--- src/logic/visualizerPkg.sv ---
package visualizerPkg;

	// audio path
	localparam int sampleWidth = 16;
	localparam int powerWidth = 16;
	localparam int indexWidth = 8;

	// pixel coordinates
	localparam int xWidth = 10;
	localparam int yWidth = 9;

	// configuration bus
	localparam int wbAddrWidth = 4;
	localparam int wbDataWidth = 32;
	localparam int decayWidth = 4;

	// register map, address 3 is unmapped
	typedef enum logic [wbAddrWidth-1:0] {
		regEnable     = 4'd0,
		regBackground = 4'd1,
		regDecay      = 4'd2,
		regColor0     = 4'd4,
		regColor1     = 4'd5,
		regColor2     = 4'd6,
		regColor3     = 4'd7
	} regAddrT;

	// 24-bit pixel colour, red in the top byte
	typedef struct packed {
		logic [7:0] red;
		logic [7:0] green;
		logic [7:0] blue;
	} rgbT;

endpackage

--- src/logic/bandIfs.sv ---
`timescale 1ns/1ps

// mono samples fanned out to every band meter
interface sampleBus #(
	parameter int NumBands = 4
);
	import visualizerPkg::*;

	logic sampleValid;
	logic signed [sampleWidth-1:0] sampleMono;
	logic [indexWidth-1:0] sampleIndex;
	logic [NumBands-1:0] bandEnable;

	modport source (output sampleValid, sampleMono, sampleIndex, bandEnable);
	modport listener (input sampleValid, sampleMono, sampleIndex, bandEnable);
endinterface

// one drawing layer per band
interface layerBus;
	import visualizerPkg::*;

	logic pixelValid;
	logic lit;
	rgbT color;
	// pixel position travels with the layer
	logic [xWidth-1:0] x;
	logic [yWidth-1:0] y;

	modport source (output pixelValid, lit, color, x, y);
	modport sink (input pixelValid, lit, color, x, y);
endinterface

--- src/logic/wbConfigRegs.sv ---
`timescale 1ns/1ps

module wbConfigRegs #(
	parameter int NumBands = 4
) (
	input  logic clk,
	input  logic rstN,
	input  logic wbCyc,
	input  logic wbStb,
	input  logic wbWe,
	input  logic [visualizerPkg::wbAddrWidth-1:0] wbAdr,
	input  logic [visualizerPkg::wbDataWidth-1:0] wbDatWr,
	output logic [visualizerPkg::wbDataWidth-1:0] wbDatRd,
	output logic wbAck,
	output logic [NumBands-1:0] bandEnable,
	output logic [visualizerPkg::decayWidth-1:0] decayShift,
	output visualizerPkg::rgbT background,
	output visualizerPkg::rgbT bandColor [NumBands]
);
	import visualizerPkg::*;

	regAddrT addr;
	logic request;
	logic [1:0] colorSel;
	logic colorHit;
	logic [wbDataWidth-1:0] readData;

	// a request is served once, the ack cycle blocks a repeat
	assign request = wbCyc && wbStb && !wbAck;
	assign addr = regAddrT'(wbAdr);

	// colour registers sit at 4..7, only the low bits pick the band
	assign colorSel = wbAdr[1:0];
	assign colorHit = int'(colorSel) < NumBands;

	always_comb begin
		readData = '0;
		case (addr)
			regEnable: begin
				readData[NumBands-1:0] = bandEnable;
			end
			regBackground: begin
				readData[$bits(rgbT)-1:0] = background;
			end
			regDecay: begin
				readData[decayWidth-1:0] = decayShift;
			end
			regColor0, regColor1, regColor2, regColor3: begin
				if (colorHit) begin
					readData[$bits(rgbT)-1:0] = bandColor[colorSel];
				end
			end
			default: begin
				readData = '0;
			end
		endcase
	end

	always_ff @(posedge clk or negedge rstN) begin
		if (!rstN) begin
			wbAck <= 1'b0;
			bandEnable <= '0;
			decayShift <= '0;
			background <= '0;
			for (int i = 0; i < NumBands; i++) begin
				bandColor[i] <= '0;
			end
		end else begin
			wbAck <= request;
			// write lands on the same edge that raises the ack
			if (request && wbWe) begin
				case (addr)
					regEnable: begin
						bandEnable <= wbDatWr[NumBands-1:0];
					end
					regBackground: begin
						background <= rgbT'(wbDatWr[$bits(rgbT)-1:0]);
					end
					regDecay: begin
						decayShift <= wbDatWr[decayWidth-1:0];
					end
					regColor0, regColor1, regColor2, regColor3: begin
						if (colorHit) begin
							bandColor[colorSel] <= rgbT'(wbDatWr[$bits(rgbT)-1:0]);
						end
					end
					default: begin
					end
				endcase
			end
		end
	end

	// read data is captured with the request, shown during the ack
	always_ff @(posedge clk) begin
		if (request) begin
			wbDatRd <= readData;
		end
	end

	ackSingleCycle: assert property (@(posedge clk) disable iff (!rstN)
		wbAck |=> !wbAck);

endmodule

--- src/logic/audioFrontEnd.sv ---
`timescale 1ns/1ps

module audioFrontEnd #(
	parameter int NumBands = 4
) (
	input  logic clk,
	input  logic rstN,
	input  logic audioValid,
	input  logic signed [visualizerPkg::sampleWidth-1:0] audioL,
	input  logic signed [visualizerPkg::sampleWidth-1:0] audioR,
	input  logic [NumBands-1:0] bandEnable,
	sampleBus.source samples
);
	import visualizerPkg::*;

	logic signed [sampleWidth:0] stereoSum;
	logic started;

	// one extra bit so the sum never wraps
	assign stereoSum = audioL + audioR;

	always_ff @(posedge clk or negedge rstN) begin
		if (!rstN) begin
			samples.sampleValid <= 1'b0;
			samples.sampleIndex <= '0;
			samples.bandEnable <= '0;
			started <= 1'b0;
		end else begin
			samples.sampleValid <= audioValid;
			samples.bandEnable <= bandEnable;
			if (audioValid) begin
				started <= 1'b1;
				// first sample carries index 0, count saturates after that
				if (started && samples.sampleIndex != '1) begin
					samples.sampleIndex <= samples.sampleIndex + 1'b1;
				end
			end
		end
	end

	// mono mix, dropping bit 0 is the arithmetic shift by one
	always_ff @(posedge clk) begin
		if (audioValid) begin
			samples.sampleMono <= stereoSum[sampleWidth:1];
		end
	end

endmodule

--- src/logic/bandMeter.sv ---
`timescale 1ns/1ps

module bandMeter #(
	parameter int BandIndex = 0,
	parameter int BarLeft = 16,
	parameter int BarPitch = 24,
	parameter int BarWidth = 32,
	parameter int BarBottom = 400,
	parameter int HeightShift = 7
) (
	input  logic clk,
	input  logic rstN,
	sampleBus.listener samples,
	input  logic [visualizerPkg::decayWidth-1:0] decayShift,
	input  visualizerPkg::rgbT color,
	input  logic pixelValid,
	input  logic [visualizerPkg::xWidth-1:0] pixelX,
	input  logic [visualizerPkg::yWidth-1:0] pixelY,
	layerBus.source layer
);
	import visualizerPkg::*;

	localparam int FastShift = BandIndex + 1;
	localparam int SlowShift = BandIndex + 3;
	localparam int BarX = BarLeft + BandIndex * BarPitch;

	logic enabled;
	logic filterStep;
	logic bandValid;
	logic signed [sampleWidth-1:0] fastState;
	logic signed [sampleWidth-1:0] slowState;
	logic signed [sampleWidth:0] fastDiff;
	logic signed [sampleWidth:0] slowDiff;
	logic signed [sampleWidth:0] fastNext;
	logic signed [sampleWidth:0] slowNext;
	logic signed [sampleWidth:0] bandOut;
	logic signed [sampleWidth:0] bandAbs;
	logic [powerWidth-1:0] magnitude;
	logic [powerWidth-1:0] power;
	logic [powerWidth-1:0] decayStep;
	logic [powerWidth-1:0] height;
	logic inColumn;
	logic inRows;

	assign enabled = samples.bandEnable[BandIndex];
	// the very first sample would only kick the filters into a transient
	assign filterStep = samples.sampleValid && enabled && (samples.sampleIndex != '0);

	// two one-pole low-pass stages, the band is their difference
	assign fastDiff = samples.sampleMono - fastState;
	assign slowDiff = samples.sampleMono - slowState;
	assign fastNext = fastState + (fastDiff >>> FastShift);
	assign slowNext = slowState + (slowDiff >>> SlowShift);
	assign bandOut = fastState - slowState;
	assign bandAbs = (bandOut < 0) ? -bandOut : bandOut;
	assign magnitude = bandAbs[powerWidth-1:0];

	// decay by a fraction of power, never stalling above zero
	always_comb begin
		decayStep = power >> decayShift;
		if (decayStep == '0 && power != '0) begin
			decayStep = 1;
		end
	end

	always_ff @(posedge clk or negedge rstN) begin
		if (!rstN) begin
			fastState <= '0;
			slowState <= '0;
			bandValid <= 1'b0;
			power <= '0;
		end else if (!enabled) begin
			fastState <= '0;
			slowState <= '0;
			bandValid <= 1'b0;
			power <= '0;
		end else begin
			bandValid <= filterStep;
			if (filterStep) begin
				fastState <= fastNext[sampleWidth-1:0];
				slowState <= slowNext[sampleWidth-1:0];
			end
			// envelope follows one cycle behind the filters
			if (bandValid) begin
				if (magnitude > power) begin
					power <= magnitude;
				end else begin
					power <= power - decayStep;
				end
			end
		end
	end

	// bar rises from BarBottom, rows (BarBottom - height, BarBottom]
	assign height = power >> HeightShift;
	assign inColumn = (int'(pixelX) >= BarX) && (int'(pixelX) < BarX + BarWidth);
	assign inRows = (int'(pixelY) <= BarBottom) && (int'(pixelY) + int'(height) > BarBottom);

	always_ff @(posedge clk or negedge rstN) begin
		if (!rstN) begin
			layer.pixelValid <= 1'b0;
			layer.lit <= 1'b0;
		end else begin
			layer.pixelValid <= pixelValid;
			layer.lit <= pixelValid && enabled && inColumn && inRows;
		end
	end

	always_ff @(posedge clk) begin
		layer.color <= color;
		layer.x <= pixelX;
		layer.y <= pixelY;
	end

	litNeedsPixel: assert property (@(posedge clk) disable iff (!rstN)
		layer.lit |-> layer.pixelValid);

endmodule

--- src/logic/layerCompositor.sv ---
`timescale 1ns/1ps

module layerCompositor #(
	parameter int NumBands = 4
) (
	input  logic clk,
	input  logic rstN,
	layerBus.sink layers [NumBands],
	input  visualizerPkg::rgbT background,
	output logic rgbValid,
	output logic [7:0] red,
	output logic [7:0] green,
	output logic [7:0] blue
);
	import visualizerPkg::*;

	logic [NumBands-1:0] litVec;
	logic [NumBands-1:0] validVec;
	logic [NumBands-1:0] topLayer;
	logic higherLit;
	rgbT layerColor [NumBands];
	logic [xWidth-1:0] layerX [NumBands];
	logic [yWidth-1:0] layerY [NumBands];
	rgbT pick;

	for (genvar i = 0; i < NumBands; i++) begin : gather
		assign litVec[i] = layers[i].lit;
		assign validVec[i] = layers[i].pixelValid;
		assign layerColor[i] = layers[i].color;
		assign layerX[i] = layers[i].x;
		assign layerY[i] = layers[i].y;

		// every meter must be working on the same pixel
		layersAligned: assert property (@(posedge clk) disable iff (!rstN)
			validVec[i] == validVec[0] &&
			(!validVec[0] || (layerX[i] == layerX[0] && layerY[i] == layerY[0])));
	end

	// keep only the most significant lit layer
	always_comb begin
		higherLit = 1'b0;
		for (int i = NumBands - 1; i >= 0; i--) begin
			topLayer[i] = litVec[i] && !higherLit;
			higherLit = higherLit | litVec[i];
		end
	end

	// topLayer is one-hot or empty
	always_comb begin
		pick = background;
		for (int i = 0; i < NumBands; i++) begin
			if (topLayer[i]) begin
				pick = layerColor[i];
			end
		end
	end

	always_ff @(posedge clk or negedge rstN) begin
		if (!rstN) begin
			rgbValid <= 1'b0;
		end else begin
			rgbValid <= validVec[0];
		end
	end

	always_ff @(posedge clk) begin
		red <= pick.red;
		green <= pick.green;
		blue <= pick.blue;
	end

endmodule

--- src/logic/spectrumDisplay.sv ---
`timescale 1ns/1ps

module spectrumDisplay #(
	parameter int NumBands = 4,
	parameter int BarLeft = 16,
	parameter int BarPitch = 24,
	parameter int BarWidth = 32,
	parameter int BarBottom = 400,
	parameter int HeightShift = 7
) (
	input  logic clk,
	input  logic rstN,
	input  logic wbCyc,
	input  logic wbStb,
	input  logic wbWe,
	input  logic [visualizerPkg::wbAddrWidth-1:0] wbAdr,
	input  logic [visualizerPkg::wbDataWidth-1:0] wbDatWr,
	output logic [visualizerPkg::wbDataWidth-1:0] wbDatRd,
	output logic wbAck,
	input  logic audioValid,
	input  logic signed [visualizerPkg::sampleWidth-1:0] audioL,
	input  logic signed [visualizerPkg::sampleWidth-1:0] audioR,
	input  logic pixelValid,
	input  logic [visualizerPkg::xWidth-1:0] pixelX,
	input  logic [visualizerPkg::yWidth-1:0] pixelY,
	output logic rgbValid,
	output logic [7:0] red,
	output logic [7:0] green,
	output logic [7:0] blue
);
	import visualizerPkg::*;

	logic [NumBands-1:0] bandEnable;
	logic [decayWidth-1:0] decayShift;
	rgbT background;
	rgbT bandColor [NumBands];

	sampleBus #(.NumBands(NumBands)) samples ();
	layerBus layers [NumBands] ();

	wbConfigRegs #(.NumBands(NumBands)) configRegs (
		.clk(clk),
		.rstN(rstN),
		.wbCyc(wbCyc),
		.wbStb(wbStb),
		.wbWe(wbWe),
		.wbAdr(wbAdr),
		.wbDatWr(wbDatWr),
		.wbDatRd(wbDatRd),
		.wbAck(wbAck),
		.bandEnable(bandEnable),
		.decayShift(decayShift),
		.background(background),
		.bandColor(bandColor)
	);

	audioFrontEnd #(.NumBands(NumBands)) frontEnd (
		.clk(clk),
		.rstN(rstN),
		.audioValid(audioValid),
		.audioL(audioL),
		.audioR(audioR),
		.bandEnable(bandEnable),
		.samples(samples)
	);

	// band 0 is the widest band and the leftmost bar
	for (genvar i = 0; i < NumBands; i++) begin : bands
		bandMeter #(
			.BandIndex(i),
			.BarLeft(BarLeft),
			.BarPitch(BarPitch),
			.BarWidth(BarWidth),
			.BarBottom(BarBottom),
			.HeightShift(HeightShift)
		) meter (
			.clk(clk),
			.rstN(rstN),
			.samples(samples),
			.decayShift(decayShift),
			.color(bandColor[i]),
			.pixelValid(pixelValid),
			.pixelX(pixelX),
			.pixelY(pixelY),
			.layer(layers[i])
		);
	end

	layerCompositor #(.NumBands(NumBands)) compositor (
		.clk(clk),
		.rstN(rstN),
		.layers(layers),
		.background(background),
		.rgbValid(rgbValid),
		.red(red),
		.green(green),
		.blue(blue)
	);

endmodule

--- config.mk ---
export PLATFORM = sky130hd
export DESIGN_NAME = spectrumDisplay
export DESIGN_NICKNAME = d
export VERILOG_FILES = /design/src/logic/visualizerPkg.sv /design/src/logic/bandIfs.sv /design/src/logic/wbConfigRegs.sv /design/src/logic/audioFrontEnd.sv /design/src/logic/bandMeter.sv /design/src/logic/layerCompositor.sv /design/src/logic/spectrumDisplay.sv
export SDC_FILE = /design/constraint.sdc
export NUM_CORES = 2
export LEC_CHECK = 0
export BUFFER_PORTS_ARGS = -buffer_cell sky130_fd_sc_hd__buf_4
export CELL_PAD_IN_SITES_DETAIL_PLACEMENT = 1
export CELL_PAD_IN_SITES_GLOBAL_PLACEMENT = 1
export CORE_ASPECT_RATIO = 1.2
export CORE_MARGIN = 2
export CORE_UTILIZATION = 45
export DETAILED_ROUTE_END_ITERATION = 8
export PLACE_DENSITY = 0.84
export SKIP_CTS_REPAIR_TIMING = 1
export SYNTH_ARGS = -nofsm -noshare
export SYNTH_HDL_FRONTEND = slang
export SYNTH_SLANG_ARGS = --single-unit
--- constraint.sdc ---
create_clock -name clk -period 4.7 [get_ports clk]
set_input_delay 0.47 -clock clk [delete_from_list [all_inputs] [get_ports clk]]
set_output_delay 0.47 -clock clk [all_outputs]
set_load 0.02 [all_outputs]
### Yosys cells after proc, flatten, opt, wreduce, memory -nomap -nowiden

Cells that the tools add are included.

| operators by class | value |
|---|---|
| $add $sub $neg | 34 |
| $lt $le $gt $ge | 23 |
| eq/ne operators | 15 |
| shifts and indexed selects | 4 |
| muxes and demuxes | 52 |
| bitwise gates (word level) | 3 |
| reductions and logical operators | 60 |

Operators by type and width:

| operator | count |
|---|---|
| 16-bit 2-to-1 mux | 36 |
| 16-bit by 16-bit subtractor with 17-bit output | 12 |
| 24-bit 2-to-1 mux | 7 |
| 32-bit by 10-bit greater-than comparator with 1-bit output (second input constant) | 4 |
| 96-bit bitwise mux | 1 |
| 17-bit by 1-bit < comparator with 1-bit output (second input constant) | 4 |
| 16-bit greater-than comparator | 4 |
| 16-bit logical NOT | 4 |
| 16-bit negation | 4 |
| 16-bit nonzero test | 4 |
| 16-bit by 4-bit >> shifter with 16-bit output | 4 |
| 16-bit subtractor | 4 |
| 24-bit binary-select mux with 2-bit select | 1 |
| 24-bit demux with 2-bit select | 1 |
| 9-bit by 9-bit adder with 10-bit output | 4 |
| 1-bit logical AND | 40 |
| 20-bit one-hot mux with 2 select lines | 1 |
| 16-bit by 13-bit adder with 16-bit output | 2 |
| 16-bit by 14-bit adder with 16-bit output | 2 |
| 10-bit by 7-bit < comparator with 1-bit output (second input constant) | 3 |
| 10-bit by 7-bit greater-or-equal comparator with 1-bit output (second input constant) | 2 |
| 16-bit by 16-bit adder with 17-bit output | 1 |
| 16-bit by 11-bit adder with 16-bit output | 1 |
| 16-bit by 12-bit adder with 16-bit output | 1 |
| 23 further kinds | 44 |

| storage, ports and cells | value |
|---|---|
| bits in registers | 505 |
| bits of input ports | 94 |

### Depth between registers and ports, before layout

| depth | value |
|---|---|
| depth after elaboration | 8 |
| gate-level depth with buffers | 26 |
| gate-level depth less buffers | 23 |

### Cells and area by module

A second synthesis with hierarchy kept.

| second synthesis, totals | value |
|---|---|
| cells, all modules | 4968 |
| area total of the unflattened synthesis | 44841.8 um^2 |

Modules (own cells, without submodules):

| module | instances | cells each | area an instance (um^2) |
|---|---|---|---|
| bandMeter (bands[0].meter) | 1 | 1096 | 8760.9 |
| bandMeter (bands[1].meter) | 1 | 1070 | 8712.1 |
| bandMeter (bands[2].meter) | 1 | 1053 | 8669.6 |
| bandMeter (bands[3].meter) | 1 | 1063 | 8600.7 |
| wbConfigRegs | 1 | 392 | 6787.8 |
| audioFrontEnd | 1 | 155 | 1716.6 |
| layerCompositor | 1 | 139 | 1594.0 |

### Worst setup path after synthesis

No wires, ideal clock.

| timing | value |
|---|---|
| kind | reg2reg |
| from | register configRegs.decayShift[0] in the netlist's numbering |
| to | register bands[3].meter.power[14] |
| library setup time | 0.094 ns |
| arrival time | 5.076 ns |
| data required time | 4.606 ns |
| path slack | -0.470 ns |
| cell stages (with the launch flop) | 25 |
| clock period less this slack | 5.170 ns |
| path through | dfrtp_1 clkbuf_1 clkbuf_1 clkbuf_1 clkbuf_1 clkbuf_1 nand3_1 a21oi_1 a21oi_1 o21ai_0 nand4_1 o21ai_0 ha_1 inv_1 fa_1 a21oi_1 o21ai_0 a2111oi_0 nor3_1 a41o_1 o41ai_1 o21ai_0 xor2_1 mux2i_1 a211oi_1 |

| on the way | value |
|---|---|
| cells in the longest elaborated chain, start to end | 8 |

Ends and longest elaborated chain:

| element | line | source |
|---|---|---|
| start: declaration | wbConfigRegs.sv:16 | `output logic [visualizerPkg::decayWidth-1:0] decayShift,` |
| start signal: assignment | wbConfigRegs.sv:80 | `decayShift <= wbDatWr[decayWidth-1:0];` |
| 16-bit by 4-bit >> shifter with 16-bit output * | bandMeter.sv:60 | `decayStep = power >> decayShift;` |
| 16-bit logical NOT | bandMeter.sv:61 | `if (decayStep == '0 && power != '0) begin` |
| 1-bit logical AND | bandMeter.sv:61 |  |
| 16-bit 2-to-1 mux * | bandMeter.sv:61 |  |
| 16-bit subtractor * | bandMeter.sv:88 | `power <= power - decayStep;` |
| 16-bit 2-to-1 mux * | bandMeter.sv:85 | `if (magnitude > power) begin` |
| 16-bit 2-to-1 mux * | bandMeter.sv:84 | `if (bandValid) begin` |
| 16-bit 2-to-1 mux * | bandMeter.sv:72 | `end else if (!enabled) begin` |
| end signal: assignment | bandMeter.sv:86 | `power <= magnitude;` |
| end signal: assignment | bandMeter.sv:88 |  |
| end: declaration | bandMeter.sv:39 | `logic [powerWidth-1:0] power;` |

Every way passes the cells marked *; elsewhere a longest branch is shown, timed or not. The select of a mux whose other input is x is not followed.
A chain may end at the register's enable or synchronous reset.

### Worst setup path after layout

| timing | value |
|---|---|
| from | register bands[0].meter.fastState[0] |
| to | register bands[0].meter.power[0] |

| on the way | value |
|---|---|
| cells in the longest elaborated chain, start to end | 7 |
| elaborated cells on any way between the ends | 8 |
| those cells by class | add/sub: 2; order compare: 2; mux: 4 |

Ends and longest elaborated chain:

| element | line | source |
|---|---|---|
| start: declaration | bandMeter.sv:30 | `logic signed [sampleWidth-1:0] fastState;` |
| start signal: assignment | bandMeter.sv:80 | `fastState <= fastNext[sampleWidth-1:0];` |
| 16-bit by 16-bit subtractor with 17-bit output * | bandMeter.sv:54 | `assign bandOut = fastState - slowState;` |
| 16-bit negation or 17-bit by 1-bit < comparator with 1-bit output (tied branches) | bandMeter.sv:55 | `assign bandAbs = (bandOut < 0) ? -bandOut : bandOut;` |
| 16-bit 2-to-1 mux * | bandMeter.sv:55 |  |
| 16-bit greater-than comparator | bandMeter.sv:85 |  |
| 16-bit 2-to-1 mux * | bandMeter.sv:85 |  |
| 16-bit 2-to-1 mux * | bandMeter.sv:84 |  |
| 16-bit 2-to-1 mux * | bandMeter.sv:72 |  |
| end signal: assignment | bandMeter.sv:86 |  |
| end signal: assignment | bandMeter.sv:88 |  |
| end: declaration | bandMeter.sv:39 |  |

Marked as above.

==> run_results.csv <==
group,metric,value,unit
global_routing,top_usage_layer,"met2",
global_routing,track_usage,0.291,
synth,yosys-top-cells-area,"dfrtp_1 20%, ha_1 14%, dfxtp_1 5.7%",
synth,yosys_most_used_dff,"dfrtp_1",
power_and_ir_drop,peakVddDrop,0.537,mV
sta,skew,0.0486,ns
power_and_ir_drop,swShare,0.458,
floorplan,core_area,0.0936,mm2
synth,yosys.area.top_type,"dfrtp_1",
clocking,cts_root_buf,"clkbuf_16",
route,ant_nets,0,
synth,synth_top_area_share,0.203,
clocking,numClockSinks,505,
power_and_ir_drop,power_switching,16000,uW
sta,worst_pin_slew,1.46,ns
synth,yosysUniqueCellTypes,95,
power_and_ir_drop,power,35000,uW
flow_run,drv_cap,0,
power_and_ir_drop,power.internal,19000,uW
finish,syn_to_final_growth,26.0,%
clocking,htree_levels,2,
global_routing,grt_max_degree,81,
placed_design,place.gp.congestion,0.899,
finish,layout.nets,6141,
setup_path,start_kind,"flop",
power_and_ir_drop,seq_power_share,0.149,
sta,timing.fmax,0.175,GHz
sta,report.final.slew_viol_count,0,
placed_design,dp.cells,6604,
global_routing,grt_pass1_wl,230,mm
placed_design,dpl_cell_area,0.0483,mm2
global_routing,met1_usage,0.345,
clocking,cts_buffers,56,
sta,min_period,5.73,ns
floorplan,die_w,284,um
floorplan,initial_core_util,0.454,
global_routing,antenna_found_initial,4,
power_and_ir_drop,pwr-share-clk,0.142,
sta,hold_violations,0,
floorplan,io_pins,152,
synth,syn-mean-instance-area,8.63,um2
sta,fin_crit_sh,1.22,
placed_design,io_buffers,132,
route,wirelength,181,mm
power_and_ir_drop,power_density,654,mW/mm2
status,violations,"setup timing",
power_and_ir_drop,leakage,0.0236,uW
route,vias_per_cell,6.50,
finish,fin_area,0.0535,mm2
setup_path,worstPathArrival,6.30,ns
floorplan,rows,123,
setup_path,worstPathMaxFanout,7,
status,status,"complete, but fails checks",
route,vias,44500,
global_routing,first_global_vias,43000,
finish,drive_gt1_frac,0.255,
route,drc,0,
clocking,clkSlewWorstSetupHoldPaths,0.07,ns
sta,finalSetupViolCount,78,
global_routing,use_met3,0.0307,
clocking,cts_tree,"built",
worst_hold_path,hold_class,"input pin to flop",
clocking,cts.path.max_buffers,3,
route,first_pass_iters,6,
global_routing,grt_overflow,0,
setup_path,worstSetupPathType,"flop to flop",
route,drtIter0Drc,3309,
floorplan,fp.dieH,340,um
global_routing,grt_use_met2,0.533,
setup_path,worstPathRequired,5.28,ns
power_and_ir_drop,p_comb_frac,0.709,
sta,hold_ws,0.0854,ns
setup_path,end_kind,"flop",
sta,slew-limit-headroom,0.0293,
synth,synth_common_cells,"485 x ha_1, 466 x nand2_1, 465 x a21oi_1, 391 x nor2_1, 345 x dfrtp_1",
synth,netlist_area,0.0425,mm2
synth,synthCells,4920,
sta,final.setup.worst_slack,-1.03,ns
floorplan,die_area,0.0968,mm2
synth,synth.most_common_cell,"ha_1",
finish,postLayoutCoreUtil,0.572,
clocking,clk_latency,0.68,ns
sta,rsz0062_at_grt,"true",
synth,async_flop_share,0.683,
finish,final_cells,6840,
placed_design,hpwl,107,mm
synth,yosys_warnings,0,
synth,ys_seq_area_frac,0.288,
synth,synth_edf_count,40,
synth,ys_seq_elements,505,
route,post_drt_wl_per_cell,26.4,um
-- stage by stage --
stage,TNS (ns),worst slack [ns]
finish,-36.84,-1.03
global route,-47.99,-1.19
CTS,-25.56,-0.560
detailed placement,-18.99,-0.399
global placement,-7.53,-0.199
floorplan,0,0.000129
-- power by group through the flow --
stage	Clock (uW)	Sequential [uW]	Combinational (uW)
after detailed placement	0	5250	17100
final	4980	5210	24800
after global placement	0	5200	16200
after global routing	5140	5240	25900
after floorplan	0	5160	11500
after CTS	4930	5190	17400
-- registers in the layout (all words and copies together) (netlist names), 8 cells and up --
signal	count
bands.meter.power	64
bands.meter.slowState	64
bands.meter.fastState	64
frontEnd.samples.sampleMono	16
configRegs.bandColor	96
configRegs.background	24
compositor.red	8
configRegs.wbDatRd	24
compositor.green	8
bands.meter.layer.color	96
frontEnd.samples.sampleIndex	8
compositor.blue	8
-- metal layers --
metal / wire [um] / up-vias
li1: - / 19000
met5: 36 / -
met1: 65400 / 22000
met4: 14100 / 6
met3: 12400 / 1039
met2: 88600 / 2428
-- worst paths after layout --
| path | slack (ns) | end | from | depth (start not counted) |
|---|---|---|---|---|
| max | -1.03 | bands[0].meter.power[0] | bands[0].meter.fastState[0] | 25 |
| min | 0.09 | frontEnd.samples.sampleValid | audioValid | 1 |
| max reg2reg | -1.03 | bands[0].meter.power[0] | bands[0].meter.fastState[0] | 25 |
| min reg2reg | 0.38 | bands[3].meter.layer.color[15] | configRegs.bandColor[15] | 0 |
| max in group asynchronous | 3.17 | configRegs.bandColor[20] | rstN | 3 |
| min in group asynchronous | 0.35 | bands[0].meter.slowState[7] | rstN | 2 |
-- placed cells by master (no fill, tap or decap), drive strengths merged, types with 42 or more instances in the layout --
master	count
clkbuf	82
ha	485
o21ai	289
nand2	466
nor2b	81
or3	47
a21o	102
nand3	76
a211oi	69
mux2	144
buf	729
mux2i	117
xor2	104
nand2b	42
a21oi	467
dfxtp	120
inv	320
nor2	391
a31oi	51
o21a	60
nor3	97
dfrtp	345
xnor2	244
-- area by class of cell --
class / count / area [um2]
clock buffer: 79 / 1690
fill: 10800 / 40100
tap: 1250 / 1560
sequential: 505 / 12200
clock inverter: 27 / 309
timing repair buffer: 734 / 5980
antenna: 2 / 5.00
inverter: 320 / 1200
multi-input combinational: 3923 / 30500
-- critical path, cell delays in order, from the launching register on --
cell	delay (ns)
dfrtp_1	0.40
inv_1	0.09
ha_2	0.19
inv_2	0.05
fa_2	0.41
buf_4	0.16
a21o_1	0.16
a21oi_1	0.24
xnor2_1	0.15
nor2_1	0.19
o211ai_1	0.23
nor4_4	0.35
nand4b_1	0.23
o21ba_2	0.28
o2111a_1	0.27
a21oi_2	0.19
ha_1	0.22
nand4_1	0.20
o21a_1	0.27
mux2_4	0.29
a31oi_4	0.20
buf_6	0.20
clkbuf_16	0.16
mux2i_1	0.18
mux2i_1	0.11
nor2_1	0.19
-- logic make-up after synthesis --
family                   count (synthesis)  share of synthesized area
flip-flops                             505                      0.288
adder cells (fa/ha/maj)                507                      0.153
multiplexers                           294                     0.0833
other                                    1                  0.0000883
buffers and inverters                  499                     0.0453
XOR/XNOR                               348                     0.0720
AO/OA/AOI/OAI                         1354                      0.202
AND/OR/NAND/NOR                       1412                      0.155
No activity file was read; power rests on OpenSTA's default activity.
